`config.mk`:
```
export PLATFORM = sky130hd
export DESIGN_NAME = stereo_postprocess
export DESIGN_NICKNAME = d
export VERILOG_FILES = /design/src/stereo_types_pkg.sv /design/src/postproc_pipe_pkg.sv /design/src/stereo_postprocess.sv /design/src/uniqueness_check.sv /design/src/subpixel_divide.sv /design/src/subpixel_prep.sv /design/src/pipe_delay.sv
export SDC_FILE = /design/constraint.sdc
export NUM_CORES = 1
export LEC_CHECK = 0
export ABC_AREA = 1
export ABC_CLOCK_PERIOD_IN_PS = 5500
export BUFFER_PORTS_ARGS = -buffer_cell sky130_fd_sc_hd__buf_2
export CAP_MARGIN = 10
export CORE_MARGIN = 4
export CORE_UTILIZATION = 40
export CTS_BUF_LIST = sky130_fd_sc_hd__clkbuf_16
export CTS_CLUSTER_SIZE = 40
export DETAILED_ROUTE_END_ITERATION = 6
export HOLD_SLACK_MARGIN = 0.12
export SLEW_MARGIN = 20
export SYNTH_ARGS = -nofsm -noshare
export SYNTH_HDL_FRONTEND = slang
export SYNTH_SLANG_ARGS = --single-unit
```
`constraint.sdc`:
```
create_clock -name clk -period 5.5 [get_ports clk]
set_clock_uncertainty 0.05 [all_clocks]
set_input_delay 0.55 -clock clk [delete_from_list [all_inputs] [get_ports clk]]
set_output_delay 0.55 -clock clk [all_outputs]
set_load 0.02 [all_outputs]
```
`src/stereo_types_pkg.sv`:
```
`default_nettype none

package stereo_types_pkg;

    // integer disparity, 0 to 63
    localparam int DISP_BITS = 6;
    localparam int SAD_BITS  = 16;
    // widest fraction the fixed-point disparity can hold
    localparam int SUB_MAX   = 6;

    typedef logic [DISP_BITS-1:0]         disp_t;
    typedef logic [SAD_BITS-1:0]          sad_t;
    // right-aligned, upper bits zero when fewer fraction bits are built
    typedef logic [DISP_BITS+SUB_MAX-1:0] frac_disp_t;

    // one pixel of an input beat
    typedef struct packed {
        disp_t disp;
        sad_t  sad;
        sad_t  lo;
        sad_t  hi;
        sad_t  thresh;
        logic  textured;
    } pix_in_t;

    // one pixel of an output beat
    typedef struct packed {
        frac_disp_t frac_disp;
        sad_t       sad;
        logic       filtered;
    } pix_out_t;

endpackage

`default_nettype wire
```
`src/postproc_pipe_pkg.sv`:
```
`default_nettype none

package postproc_pipe_pkg;

    // remainder needs headroom for the doubling step
    localparam int REM_BITS = stereo_types_pkg::SAD_BITS + 3;
    // divisor is 2*(lo+hi-2*sad)
    localparam int DEN_BITS = stereo_types_pkg::SAD_BITS + 2;
    localparam int QUO_BITS = stereo_types_pkg::SUB_MAX + 1;

    typedef logic [REM_BITS-1:0] rem_t;
    typedef logic [DEN_BITS-1:0] den_t;
    typedef logic [QUO_BITS-1:0] quo_t;

    // state carried from one divider stage to the next
    typedef struct packed {
        // partial remainder, starts as |lo-hi|
        rem_t                    rem;
        den_t                    den;
        // fraction bits collected so far, newest in bit 0
        quo_t                    quo;
        // offset points toward disparity-1
        logic                    neg;
        // fit unusable, offset forced to zero
        logic                    degen;
        stereo_types_pkg::disp_t disp;
    } div_work_t;

endpackage

`default_nettype wire

```
`src/stereo_postprocess.sv`:
```
`default_nettype none

module stereo_postprocess #(
    parameter int MULT_R     = 2,
    parameter int SUB_BITS   = 4,
    parameter int UNIQUE_MUL = 1,
    parameter int UNIQUE_DIV = 4
) (
    input  wire                                        clk,
    input  wire                                        rst_n,
    input  wire                                        in_valid,
    input  wire stereo_types_pkg::pix_in_t [MULT_R-1:0] pix_in,
    output logic                                       out_valid,
    output stereo_types_pkg::pix_out_t [MULT_R-1:0]    pix_out
);

    localparam int SAD_BITS = stereo_types_pkg::SAD_BITS;
    // input reg, prep, SUB_BITS divide stages, assembly, output reg
    localparam int LATENCY  = SUB_BITS + 4;
    // from the input register up to the output register
    localparam int SIDE_DLY = SUB_BITS + 2;

    stereo_types_pkg::pix_in_t [MULT_R-1:0] pix_q;
    wire stereo_types_pkg::pix_out_t [MULT_R-1:0] beat_d;

    always_ff @(posedge clk) begin
        pix_q <= pix_in;
    end

    for (genvar l = 0; l < MULT_R; l++) begin : g_lane
        postproc_pipe_pkg::div_work_t work;
        stereo_types_pkg::frac_disp_t frac;
        logic                         unique_fail;
        logic [SAD_BITS:0]            side_in;
        logic [SAD_BITS:0]            side_out;

        subpixel_prep u_prep (
            .clk  (clk),
            .px   (pix_q[l]),
            .work (work)
        );

        subpixel_divide #(
            .SUB_BITS (SUB_BITS)
        ) u_divide (
            .clk       (clk),
            .work      (work),
            .frac_disp (frac)
        );

        uniqueness_check #(
            .SUB_BITS   (SUB_BITS),
            .UNIQUE_MUL (UNIQUE_MUL),
            .UNIQUE_DIV (UNIQUE_DIV)
        ) u_unique (
            .clk         (clk),
            .rst_n       (rst_n),
            .sad         (pix_q[l].sad),
            .thresh      (pix_q[l].thresh),
            .unique_fail (unique_fail)
        );

        // texture flag rides along with the winning sad
        assign side_in = {pix_q[l].textured, pix_q[l].sad};

        pipe_delay #(
            .WIDTH     (SAD_BITS + 1),
            .DELAY     (SIDE_DLY),
            .HAS_RESET (1'b0)
        ) u_side (
            .clk      (clk),
            .rst_n    (rst_n),
            .in_data  (side_in),
            .out_data (side_out)
        );

        assign beat_d[l].frac_disp = frac;
        assign beat_d[l].sad       = side_out[SAD_BITS-1:0];
        assign beat_d[l].filtered  = side_out[SAD_BITS] | unique_fail;
    end

    always_ff @(posedge clk) begin
        pix_out <= beat_d;
    end

    // only control state that sees reset
    pipe_delay #(
        .WIDTH     (1),
        .DELAY     (LATENCY),
        .HAS_RESET (1'b1)
    ) u_valid (
        .clk      (clk),
        .rst_n    (rst_n),
        .in_data  (in_valid),
        .out_data (out_valid)
    );

endmodule

`default_nettype wire

```
`src/uniqueness_check.sv`:
```
`default_nettype none

module uniqueness_check #(
    parameter int SUB_BITS   = 4,
    parameter int UNIQUE_MUL = 1,
    parameter int UNIQUE_DIV = 4
) (
    input  wire                         clk,
    input  wire                         rst_n,
    input  wire stereo_types_pkg::sad_t sad,
    input  wire stereo_types_pkg::sad_t thresh,
    output logic                        unique_fail
);

    // winner scaled by (1 + MUL/DIV), both sides multiplied through by DIV
    localparam int SAD_SCALE = UNIQUE_MUL + UNIQUE_DIV;
    localparam int PROD_W    = stereo_types_pkg::SAD_BITS + $clog2(SAD_SCALE + 1);

    logic [PROD_W-1:0] sad_prod_q;
    logic [PROD_W-1:0] thr_prod_q;
    logic              fail_q;

    always_ff @(posedge clk) begin
        sad_prod_q <= PROD_W'(sad) * PROD_W'(SAD_SCALE);
        thr_prod_q <= PROD_W'(thresh) * PROD_W'(UNIQUE_DIV);
    end

    // rival has to be strictly worse than the margin
    always_ff @(posedge clk) begin
        fail_q <= !(thr_prod_q > sad_prod_q);
    end

    // line up with prep plus divider
    pipe_delay #(
        .WIDTH     (1),
        .DELAY     (SUB_BITS),
        .HAS_RESET (1'b0)
    ) u_align (
        .clk      (clk),
        .rst_n    (rst_n),
        .in_data  (fail_q),
        .out_data (unique_fail)
    );

endmodule

`default_nettype wire

```
`src/subpixel_divide.sv`:
```
`default_nettype none

module subpixel_divide #(
    parameter int SUB_BITS = 4
) (
    input  wire                                clk,
    input  wire postproc_pipe_pkg::div_work_t  work,
    output stereo_types_pkg::frac_disp_t       frac_disp
);

    localparam int REM_BITS = postproc_pipe_pkg::REM_BITS;
    localparam int QUO_BITS = postproc_pipe_pkg::QUO_BITS;
    localparam int FIX_W    = stereo_types_pkg::DISP_BITS + SUB_BITS;
    // a parabola fit never moves more than half a pixel
    localparam int Q_MAX    = 2 ** (SUB_BITS - 1);

    postproc_pipe_pkg::div_work_t stage_q [SUB_BITS];

    // one quotient bit per stage
    for (genvar i = 0; i < SUB_BITS; i++) begin : g_stage
        postproc_pipe_pkg::div_work_t cur;
        postproc_pipe_pkg::div_work_t nxt;
        postproc_pipe_pkg::rem_t      rem_x2;
        postproc_pipe_pkg::rem_t      den_ext;

        if (i == 0) begin : g_first
            assign cur = work;
        end else begin : g_next
            assign cur = stage_q[i-1];
        end

        assign den_ext = postproc_pipe_pkg::rem_t'(cur.den);

        always_comb begin
            rem_x2 = {cur.rem[REM_BITS-2:0], 1'b0};
            nxt    = cur;
            if (rem_x2 >= den_ext) begin
                nxt.rem = rem_x2 - den_ext;
                nxt.quo = {cur.quo[QUO_BITS-2:0], 1'b1};
            end else begin
                nxt.rem = rem_x2;
                nxt.quo = {cur.quo[QUO_BITS-2:0], 1'b0};
            end
        end

        always_ff @(posedge clk) begin
            stage_q[i] <= nxt;
        end
    end

    // assembly stage
    postproc_pipe_pkg::div_work_t last;
    logic [SUB_BITS-1:0]          q_raw;
    logic [SUB_BITS-1:0]          q_lim;
    logic [FIX_W:0]               base;
    logic [FIX_W:0]               offs;
    logic [FIX_W:0]               acc;
    logic [FIX_W-1:0]             fix_val;

    assign last = stage_q[SUB_BITS-1];

    always_comb begin
        q_raw = last.quo[SUB_BITS-1:0];
        if (last.degen) begin
            q_lim = '0;
        end else if (q_raw > SUB_BITS'(Q_MAX)) begin
            q_lim = SUB_BITS'(Q_MAX);
        end else begin
            q_lim = q_raw;
        end

        base = {1'b0, last.disp, {SUB_BITS{1'b0}}};
        offs = (FIX_W + 1)'(q_lim);

        // extra top bit catches borrow or carry for saturation
        if (last.neg) begin
            acc     = base - offs;
            fix_val = acc[FIX_W] ? '0 : acc[FIX_W-1:0];
        end else begin
            acc     = base + offs;
            fix_val = acc[FIX_W] ? '1 : acc[FIX_W-1:0];
        end
    end

    always_ff @(posedge clk) begin
        frac_disp <= stereo_types_pkg::frac_disp_t'(fix_val);
    end

endmodule

`default_nettype wire

```
`src/subpixel_prep.sv`:
```
`default_nettype none

module subpixel_prep (
    input  wire                           clk,
    input  wire stereo_types_pkg::pix_in_t px,
    output postproc_pipe_pkg::div_work_t  work
);

    localparam int SAD_BITS = stereo_types_pkg::SAD_BITS;
    localparam int DEN_BITS = postproc_pipe_pkg::DEN_BITS;

    stereo_types_pkg::sad_t       num;
    // lo+hi-2*sad, exact whenever lo and hi are not below sad
    logic [DEN_BITS-1:0]          span;
    postproc_pipe_pkg::den_t      den;
    logic                         den_zero;
    logic                         below;
    postproc_pipe_pkg::div_work_t work_d;

    always_comb begin
        // numerator |lo-hi|
        if (px.lo > px.hi) begin
            num = px.lo - px.hi;
        end else begin
            num = px.hi - px.lo;
        end

        span = {2'b00, px.lo} + {2'b00, px.hi} - {1'b0, px.sad, 1'b0};
        den  = {span[SAD_BITS:0], 1'b0};

        den_zero = (den == '0);
        // winner is not a true local minimum
        below    = (px.lo < px.sad) || (px.hi < px.sad);

        work_d.rem   = postproc_pipe_pkg::rem_t'(num);
        work_d.den   = den;
        work_d.quo   = '0;
        // offset goes negative unless lo is the larger neighbour
        work_d.neg   = (px.lo <= px.hi);
        work_d.degen = below || den_zero;
        work_d.disp  = px.disp;
    end

    always_ff @(posedge clk) begin
        work <= work_d;
    end

endmodule

`default_nettype wire

```
`src/pipe_delay.sv`:
```
`default_nettype none

module pipe_delay #(
    parameter int WIDTH     = 1,
    parameter int DELAY     = 1,
    parameter bit HAS_RESET = 1'b0
) (
    input  wire              clk,
    input  wire              rst_n,
    input  wire [WIDTH-1:0]  in_data,
    output logic [WIDTH-1:0] out_data
);

    logic [WIDTH-1:0] chain_q [DELAY];

    generate
        if (HAS_RESET) begin : g_rst
            always_ff @(posedge clk or negedge rst_n) begin
                if (!rst_n) begin
                    for (int i = 0; i < DELAY; i++) begin
                        chain_q[i] <= '0;
                    end
                end else begin
                    chain_q[0] <= in_data;
                    for (int i = 1; i < DELAY; i++) begin
                        chain_q[i] <= chain_q[i-1];
                    end
                end
            end
        end else begin : g_no_rst
            // plain shift register, contents undefined after reset
            always_ff @(posedge clk) begin
                chain_q[0] <= in_data;
                for (int i = 1; i < DELAY; i++) begin
                    chain_q[i] <= chain_q[i-1];
                end
            end
        end
    endgenerate

    assign out_data = chain_q[DELAY-1];

endmodule

`default_nettype wire

```
==> summary.json, run 1 <==
{
  "run_status": {
    "status": "finished clean"
  },
  "critical_path": {
    "critPathArrivalTime_ps": 3510,
    "critical_path.endpoint_type": "flip-flop",
    "path_buf_inv": 3,
    "critical_path.top_delay_family": "simple AND/OR/NAND/NOR gates",
    "top_cell_by_count_worst_path": "sky130_fd_sc_hd__nand2_1",
    "crit_path_top_delay_cell": "sky130_fd_sc_hd__fa_1",
    "critical_path.max_stage_delay_ps": 670,
    "worstSetupStartpointType": "flip-flop",
    "worst_ep_required_time_ps": 6060,
    "crit_fanout": 4,
    "criticalPathCategory": "flip-flop to flip-flop",
    "cp_cell_sequence": "inv_1 > fa_1 > inv_1 > ha_1 > inv_1 > nand3_1 > nand2_1 > nand2_1 > nand2_1 > nand2_1 > nand2_1 > nand2_1 > nor3_1 > nand4_1 > nand2_1"
  },
  "placed_design": {
    "gpl.final_weighted_congestion": 0.932,
    "placed_cells": 5522,
    "port_buffers": 199,
    "detailed_place_hpwl_um": 67700
  },
  "power_and_ir_drop": {
    "power.leakage_nw": 22.2,
    "clock_power_share_pct": 27.4,
    "seqPwrFrac_pct": 36.5,
    "switching_fraction_pct": 36.9,
    "design_power_total_mw": 22.7,
    "ir_worst_vdd_mv": 0.308,
    "switching_power_mw": 8.39,
    "powerDensity_mw_per_mm2": 525,
    "share_comb_of_total_power_pct": 36.1,
    "internal-power_mw": 14.3
  },
  "cts": {
    "number_of_gates_given_a_new_drive_strength_after_cts": 0,
    "clock-root-buffer": "sky130_fd_sc_hd__clkbuf_16",
    "cts_tree": "done",
    "cts_post_setup_buffers_inserted": 0,
    "clock-sinks": 872,
    "number_of_cts_inserted_buffers": 91,
    "clock_latency_ps": 690,
    "clockBufferDepth": 3,
    "h-tree-depth": 3,
    "cts.reportedPaths.clkPinSlew_ps": 60
  },
  "timing": {
    "grt_setup_unrepaired": "false",
    "final_worst_path_period_share_pct": 53.7,
    "setup-violations-final": 0,
    "finalHoldWorstSlack_ps": 232,
    "clock.fmax_ghz": 0.339,
    "fin_setup_tns_ps": 0,
    "timing.slew.headroom_pct": 44.1,
    "min_period_ps": 2950,
    "timing_hold_violations_final": 0,
    "slew_viol_final": 0,
    "timing_worst_slew_pin_value_ps": 827
  },
  "finish": {
    "ff_latch_area_mm2": 0.0175,
    "post_layout_nonfiller_instances": 5834,
    "filler_cell_count": 8637,
    "drive_gt1_share_pct": 8.51,
    "area.growth.synth_to_final_pct": 18.3,
    "total_area_of_multi_input_combinational_cells_mm2": 0.0162,
    "design.final.nets": 5144,
    "final_core_utilization_pct": 47.9
  },
  "detailed_routing": {
    "drtPass1Iterations": 5,
    "post_drt_via_cell_ratio": 4.69,
    "drtAntennaViolNets": 0,
    "route.vias.total": 27400,
    "route.detailed.drc": 0,
    "route.detailed.wl_per_inst_um": 14.8,
    "wirelength_um": 86100,
    "initialDrtViolationCount": 1347
  },
  "floorplanning": {
    "placementRows": 110,
    "ioPinCount": 204,
    "die_h_um": 311,
    "start_util_pct": 40.5,
    "design.die.area_mm2": 0.0964,
    "fp.coreArea_mm2": 0.0904,
    "floorplan.die.width_um": 311
  },
  "synth": {
    "post-synth-top-count-cell": "sky130_fd_sc_hd__nand2_1",
    "synthesized_area_divided_by_synthesized_cell_count_um2": 8.74,
    "synthCells": 4190,
    "synth_top_cells_by_area": "sky130_fd_sc_hd__dfxtp_1 47%, sky130_fd_sc_hd__ha_1 13%, sky130_fd_sc_hd__nand2_1 9.2%",
    "synth-adder-area-share_pct": 15.1,
    "yosys_most_used_dff": "sky130_fd_sc_hd__dfxtp_1",
    "post-synth-top-area-fraction_pct": 47.3,
    "synth-warning-count": 0,
    "seq_area_frac_synth_pct": 47.8,
    "yosysUniqueCellTypes": 63,
    "synth-compound-area-share_pct": 7.81,
    "synth_xor_xnor_area_share_pct": 3.52,
    "synth.area.mux_share_pct": 0,
    "synth_async_sr_flop_share_pct": 0.917,
    "synth-edff-count": 0,
    "yosys.area.top_type": "sky130_fd_sc_hd__dfxtp_1",
    "syn-cell-area_mm2": 0.0366,
    "synth_top_cells_by_count": "902 x sky130_fd_sc_hd__nand2_1, 864 x sky130_fd_sc_hd__dfxtp_1, 694 x sky130_fd_sc_hd__inv_1",
    "synth_simple_gate_area_share_pct": 17.7,
    "synth.ff_latch_count": 872,
    "largest_family_of_logic_cells_by_synthesized_area": "simple AND/OR/NAND/NOR gates"
  },
  "job": {
    "drv_cap": 0
  },
  "global_routing": {
    "grt.total_usage_pct": 17.7,
    "grt-ovfl-total": 0,
    "first_pass_grt_wire_length_um": 139000,
    "grt_max_degree": 30,
    "first_global_vias": 27700,
    "antenna_violations_before_repair": 4
  },
  "min_path": {
    "hp-class": "input pin to asynchronous set/reset pin"
  }
}
==> per-stage QoR <==
| step | instance area, µm² | setup WS [ps] |
|---|---|---|
| floorplan | 36600 | 3150 |
| detailed placement | 38800 | 2660 |
| finish | 43300 | 2550 |
| global route | 43300 | 2340 |
| CTS | 43300 | 2620 |
| global placement | 38800 | 2620 |
==> flip-flops by register name, summed over array words and instances, names as in the netlist, 32 cells and up, named ones only <==
register	flops
g_lane.u_unique.thr_prod_q	32
g_lane.u_unique.sad_prod_q	36
g_lane.u_divide.stage_q	286
g_lane.u_side.chain_q	202
g_lane.u_prep.work	80
pix_q	108
g_lane.side_in	34
pix_out	54
==> layer usage <==
layer | GRT usage, % | share of wire [%] | up-vias
li1 | - | - | 14200
met4 | 6.86 | 3.7 | 2
met3 | 2.74 | 3.6 | 195
met5 | 0 | 0.015 | -
met1 | 20.5 | 43 | 12400
met2 | 32.5 | 50 | 571
==> logic make-up (layout without fill, tap and decap cells) <==
kind of cell / Yosys count / in the layout
adder cells (fa/ha/maj): 416 / 416
AO/OA/AOI/OAI: 503 / 503
flip-flops: 872 / 872
AND/OR/NAND/NOR: 1501 / 1501
XOR/XNOR: 147 / 147
other: 1 / 8
buffers and inverters: 750 / 1211
==> final cells by class <==
type / instances / area share (%)
inverters: 697 / 6.05
clock inverters: 75 / 1.83
flip-flops and latches: 872 / 40.4
repair buffers: 348 / 5.72
clock buffers: 91 / 5.26
multi-input cells: 2573 / 37.3
well taps: 1176 / 3.40
diodes: 2 / 0.0116
==> what timing repair did <==
item,4_1_cts,5_1_grt
hold buffers,144,0
setup endpoints to repair,0,0
endpoints found under the hold margin,151,0
==> cell usage in the layout (no fill, tap or decap), types with 8 or more instances in the layout <==
master | synthesis | final
sky130_fd_sc_hd__a21o_1 | 19 | 19
sky130_fd_sc_hd__nand3b_1 | 18 | 18
sky130_fd_sc_hd__nand3_1 | 170 | 170
sky130_fd_sc_hd__xor2_1 | 106 | 106
sky130_fd_sc_hd__dfxtp_1 | 864 | 864
sky130_fd_sc_hd__a21oi_2 | 10 | 10
sky130_fd_sc_hd__dfrtp_1 | 8 | 8
sky130_fd_sc_hd__fa_1 | 42 | 42
sky130_fd_sc_hd__buf_2 | 13 | 199
sky130_fd_sc_hd__nor2_1 | 214 | 214
sky130_fd_sc_hd__clkinv_1 | 0 | 18
sky130_fd_sc_hd__nand2_1 | 902 | 902
sky130_fd_sc_hd__clkbuf_16 | 0 | 91
sky130_fd_sc_hd__ha_1 | 374 | 374
sky130_fd_sc_hd__clkinv_2 | 0 | 12
sky130_fd_sc_hd__o21ai_0 | 133 | 133
sky130_fd_sc_hd__a21oi_1 | 242 | 242
sky130_fd_sc_hd__o21bai_1 | 16 | 16
sky130_fd_sc_hd__o21ai_1 | 21 | 21
sky130_fd_sc_hd__inv_1 | 694 | 706
sky130_fd_sc_hd__dlygate4sd3_1 | 0 | 144
sky130_fd_sc_hd__xnor2_1 | 41 | 41
sky130_fd_sc_hd__bufinv_16 | 0 | 13
sky130_fd_sc_hd__nand4_1 | 102 | 102
sky130_fd_sc_hd__a31oi_1 | 14 | 14
sky130_fd_sc_hd__nor3_1 | 50 | 50
sky130_fd_sc_hd__o211ai_1 | 9 | 9
==> power groups by stage <==
stage / registers (mW) / clock network, mW / logic (mW)
global route: 8.42 / 6.66 / 9.47
floorplan: 8.19 / 0 / 6.42
CTS: 8.30 / 6.40 / 8.21
global placement: 8.42 / 0 / 7.99
detailed placement: 8.43 / 0 / 8.09
finish: 8.28 / 6.22 / 8.21
==> final timing paths <==
check | depth (start not counted) | slack, ps | from | endpoint
worst max-delay path | 15 | 2550 | g_lane[1].side_in[0] | g_lane[1].u_prep.work[6]
worst min register to register | 0 | 260 | g_lane[0].u_side.chain_q[5][6] | pix_out[7]
min in group clk | 0 | 260 | g_lane[0].u_side.chain_q[5][6] | pix_out[7]
worst max register to register | 15 | 2550 | g_lane[1].side_in[0] | g_lane[1].u_prep.work[6]
max in group asynchronous | 2 | 5000 | rst_n | u_valid.chain_q[2]
worst min-delay path | 2 | 230 | rst_n | u_valid.chain_q[6]
Power figures use the tool's default switching activity.
==> run 2, diff against run 1 <==
Settings changed: ABC_CLOCK_PERIOD_IN_PS 5500 to 3040.
Clock period 5.5 ns to 3.04 ns, I/O delays scaled along.
==> run 2 against run 1 <==
  * Maximum frequency is 5.2% higher
  * Clock-buffer cell count increased by 2
  * Die area is the same
  * Wire length up 0.24%
  * Highest routed layer unchanged
  * Critical endpoint is now g_lane[1].u_unique.sad_prod_q[15]
  * Sequential cell count unchanged
  * Critical path depth shrank 4
==> summary.json, run 2 (synthesized netlist as in run 1, its figures left out) <==
{
  "finish": {
    "area.growth.synth_to_final": {"value": 18.4, "unit": "%", "change": "was 18.3%"},
    "number_of_flip_flops_under_the_largest_register_name": {"value": 286, "change": "unchanged"},
    "top_regs": {"value": "g_lane.u_divide.stage_q (286), g_lane.u_side.chain_q (202), pix_q (108)", "change": "unchanged"},
    "final_common_cell": {"value": "sky130_fd_sc_hd__nand2_1", "change": "unchanged"},
    "design.final.nets": {"value": 5166, "change": "was 5144"},
    "post_layout_nonfiller_instances": {"value": 5855, "change": "was 5834"},
    "drive_gt1_share": {"value": 9.02, "unit": "%", "change": "was 8.51%"},
    "antennaDiodeCount": {"value": 0, "change": "was 2"},
    "layout_common_cells": {"value": "902 x sky130_fd_sc_hd__nand2_1, 864 x sky130_fd_sc_hd__dfxtp_1, 707 x sky130_fd_sc_hd__inv_1, 374 x sky130_fd_sc_hd__ha_1, 242 x sky130_fd_sc_hd__a21oi_1", "change": "was 902 x sky130_fd_sc_hd__nand2_1, 864 x sky130_fd_sc_hd__dfxtp_1, 706 x sky130_fd_sc_hd__inv_1, 374 x sky130_fd_sc_hd__ha_1, 242 x sky130_fd_sc_hd__a21oi_1"},
    "top_register": {"value": "g_lane.u_divide.stage_q", "change": "unchanged"}
  },
  "placed_design": {
    "gpl.final_weighted_congestion": {"value": 0.943, "change": "was 0.932"},
    "port_buffers": {"value": 199, "change": "unchanged"},
    "detailed_place_hpwl": {"value": 68200, "unit": "µm", "change": "was 67700 µm"},
    "placement.setup.worst_slack": {"value": 275, "unit": "ps", "change": "was 2660 ps"},
    "placed_cells": {"value": 5543, "change": "was 5522"}
  },
  "cts": {
    "cts_hold_buffers": {"value": 145, "change": "was 144"},
    "number_of_gates_given_a_new_drive_strength_after_cts": {"value": 0, "change": "unchanged"},
    "number_of_cts_inserted_buffers": {"value": 91, "change": "unchanged"},
    "cts_post_setup_buffers_inserted": {"value": 0, "change": "unchanged"},
    "cts_tree": {"value": "done", "change": "unchanged"},
    "h-tree-depth": {"value": 3, "change": "unchanged"},
    "clockBufferDepth": {"value": 3, "change": "unchanged"},
    "cts.reportedPaths.clkPinSlew": {"value": 70, "unit": "ps", "change": "was 60 ps"},
    "clock_latency": {"value": 660, "unit": "ps", "change": "was 690 ps"},
    "clock-root-buffer": {"value": "sky130_fd_sc_hd__clkbuf_16", "change": "unchanged"},
    "clock-sinks": {"value": 872, "change": "unchanged"}
  },
  "floorplanning": {
    "die_h": {"value": 311, "unit": "µm", "change": "unchanged"},
    "floorplan.die.width": {"value": 311, "unit": "µm", "change": "unchanged"},
    "design.die.area": {"value": 0.0964, "unit": "mm²", "change": "unchanged"},
    "placementRows": {"value": 110, "change": "unchanged"},
    "ioPinCount": {"value": 204, "change": "unchanged"},
    "start_util": {"value": 40.5, "unit": "%", "change": "unchanged"},
    "fp.coreArea": {"value": 0.0904, "unit": "mm²", "change": "unchanged"}
  },
  "detailed_routing": {
    "post_drt_via_cell_ratio": {"value": 4.65, "change": "was 4.69"},
    "route.vias.total": {"value": 27200, "change": "was 27400"},
    "drtPass1Iterations": {"value": 5, "change": "unchanged"},
    "drtAntennaViolNets": {"value": 0, "change": "unchanged"},
    "wirelength": {"value": 86300, "unit": "µm", "change": "was 86100 µm"},
    "route.detailed.drc": {"value": 0, "change": "unchanged"},
    "route.detailed.wl_per_inst": {"value": 14.7, "unit": "µm", "change": "was 14.8 µm"},
    "initialDrtViolationCount": {"value": 1297, "change": "was 1347"}
  },
  "global_routing": {
    "first_global_vias": {"value": 27500, "change": "was 27700"},
    "first_pass_grt_wire_length": {"value": 140000, "unit": "µm", "change": "was 139000 µm"},
    "grt-ovfl-total": {"value": 0, "change": "unchanged"},
    "antenna_violations_before_repair": {"value": 3, "change": "was 4"},
    "met2_usage": {"value": 32.4, "unit": "%", "change": "was 32.5%"},
    "grt_max_degree": {"value": 30, "change": "unchanged"},
    "groute.layer.met1.usage": {"value": 20.7, "unit": "%", "change": "was 20.5%"},
    "top_usage_layer": {"value": "met2", "change": "unchanged"},
    "grt.total_usage": {"value": 17.7, "unit": "%", "change": "about the same"},
    "globalRouteMet3Util": {"value": 3.04, "unit": "%", "change": "was 2.74%"}
  },
  "critical_path": {
    "worstSetupStartpointType": {"value": "flip-flop", "change": "unchanged"},
    "crit_start": {"value": "g_lane[1].side_in[3]", "change": "was g_lane[1].side_in[0]"},
    "critical_path.endpoint_type": {"value": "flip-flop", "change": "unchanged"},
    "criticalPathCategory": {"value": "flip-flop to flip-flop", "change": "unchanged"},
    "crit_fanout": {"value": 5, "change": "was 4"},
    "critPathArrivalTime": {"value": 3310, "unit": "ps", "change": "was 3510 ps"},
    "worst_ep_required_time": {"value": 3540, "unit": "ps", "change": "was 6060 ps"},
    "startpoint_of_the_most_critical_register_to_register_path": {"value": "g_lane[1].side_in[3]", "change": "was g_lane[1].side_in[0]"}
  },
  "timing": {
    "timing_worst_slew_pin_value": {"value": 764, "unit": "ps", "change": "was 827 ps"},
    "timing.slew.headroom": {"value": 48.4, "unit": "%", "change": "was 44.1%"},
    "grt_setup_unrepaired": {"value": "false", "change": "unchanged"},
    "setup-violations-final": {"value": 0, "change": "unchanged"},
    "final_worst_path_period_share": {"value": 92.3, "unit": "%", "change": "was 53.7%"},
    "slew_viol_final": {"value": 0, "change": "unchanged"},
    "fin_setup_tns": {"value": 0, "unit": "ps", "change": "unchanged"},
    "min_period": {"value": 2810, "unit": "ps", "change": "was 2950 ps"},
    "finalHoldWorstSlack": {"value": 213, "unit": "ps", "change": "was 232 ps"},
    "clock.fmax": {"value": 0.356, "unit": "GHz", "change": "was 0.339 GHz"},
    "timing_hold_violations_final": {"value": 0, "change": "unchanged"},
    "timing.final.ws_setup": {"value": 233, "unit": "ps", "change": "was 2550 ps"}
  },
  "run_status": {
    "status": {"value": "finished clean", "change": "unchanged"}
  },
  "power_and_ir_drop": {
    "powerDensity": {"value": 940, "unit": "mW/mm²", "change": "was 525 mW/mm²"},
    "ir_worst_vdd": {"value": 0.478, "unit": "mV", "change": "was 0.308 mV"},
    "power.leakage": {"value": 22.3, "unit": "nW", "change": "was 22.2 nW"}
  },
  "job": {
    "drv_cap": {"value": 0, "change": "unchanged"}
  },
  "min_path": {
    "hp-class": {"value": "input pin to flip-flop", "change": "was input pin to asynchronous set/reset pin"},
    "startpoint_of_the_most_critical_hold_path": "pix_in[79]"
  }
}
==> run 2: worst max-delay path: stages (launching register included) <==
cell	delay, ps
sky130_fd_sc_hd__dfxtp_1	460
sky130_fd_sc_hd__ha_1	290
sky130_fd_sc_hd__ha_1	240
sky130_fd_sc_hd__fa_1	430
sky130_fd_sc_hd__nand3_1	90
sky130_fd_sc_hd__nand2_1	80
sky130_fd_sc_hd__a21boi_0	460
sky130_fd_sc_hd__inv_1	110
sky130_fd_sc_hd__a21o_1	210
sky130_fd_sc_hd__nand3_1	70
sky130_fd_sc_hd__nand2_1	60
sky130_fd_sc_hd__xor2_1	140
==> run 2: routing by layer <==
metal / routed length [µm] / part of all wire (%)
met5: 27 / 0.031
met4: 3240 / 3.8
met3: 3360 / 3.9
met2: 42900 / 50
met1: 36700 / 43
==> run 2: area by class of cell <==
cell class	count	area, µm²
fill	8578	47100
sequential	872	17500
multi-input combinational	2573	16200
timing repair buffer	370	2640
inverter	697	2620
clock buffer	93	2330
tap	1176	1470
clock inverter	74	638
==> run 2: power breakdown <==
group          total, mW  leakage (nW)  internal [mW]  switching, mW
clock network       10.8          1.49           6.14           4.61
registers           15.0          7.37           13.8           1.16
logic               15.0          13.4           5.58           9.46
==> run 2: worst paths after layout <==
check	slack, ps	depth (start not counted)	endpoint
min	210	2	pix_q[79]
max	230	11	g_lane[1].u_unique.sad_prod_q[15]
min in group asynchronous	600	3	u_valid.chain_q[1]
min reg2reg	260	0	g_lane[0].u_side.chain_q[4][6]
max in group asynchronous	2080	3	u_valid.chain_q[7]
max reg2reg	230	11	g_lane[1].u_unique.sad_prod_q[15]
==> run 2: stage by stage <==
step           area (µm²)  total power, mW  utilization, %
4_1_cts             43400             41.2            47.9
2_1_floorplan       36600             26.4               -
3_5_place_dp        38900             30.1            43.1
3_3_place_gp        38900             29.8            43.1
5_1_grt             43400             44.1            47.9
6_report            43400             40.8            47.9
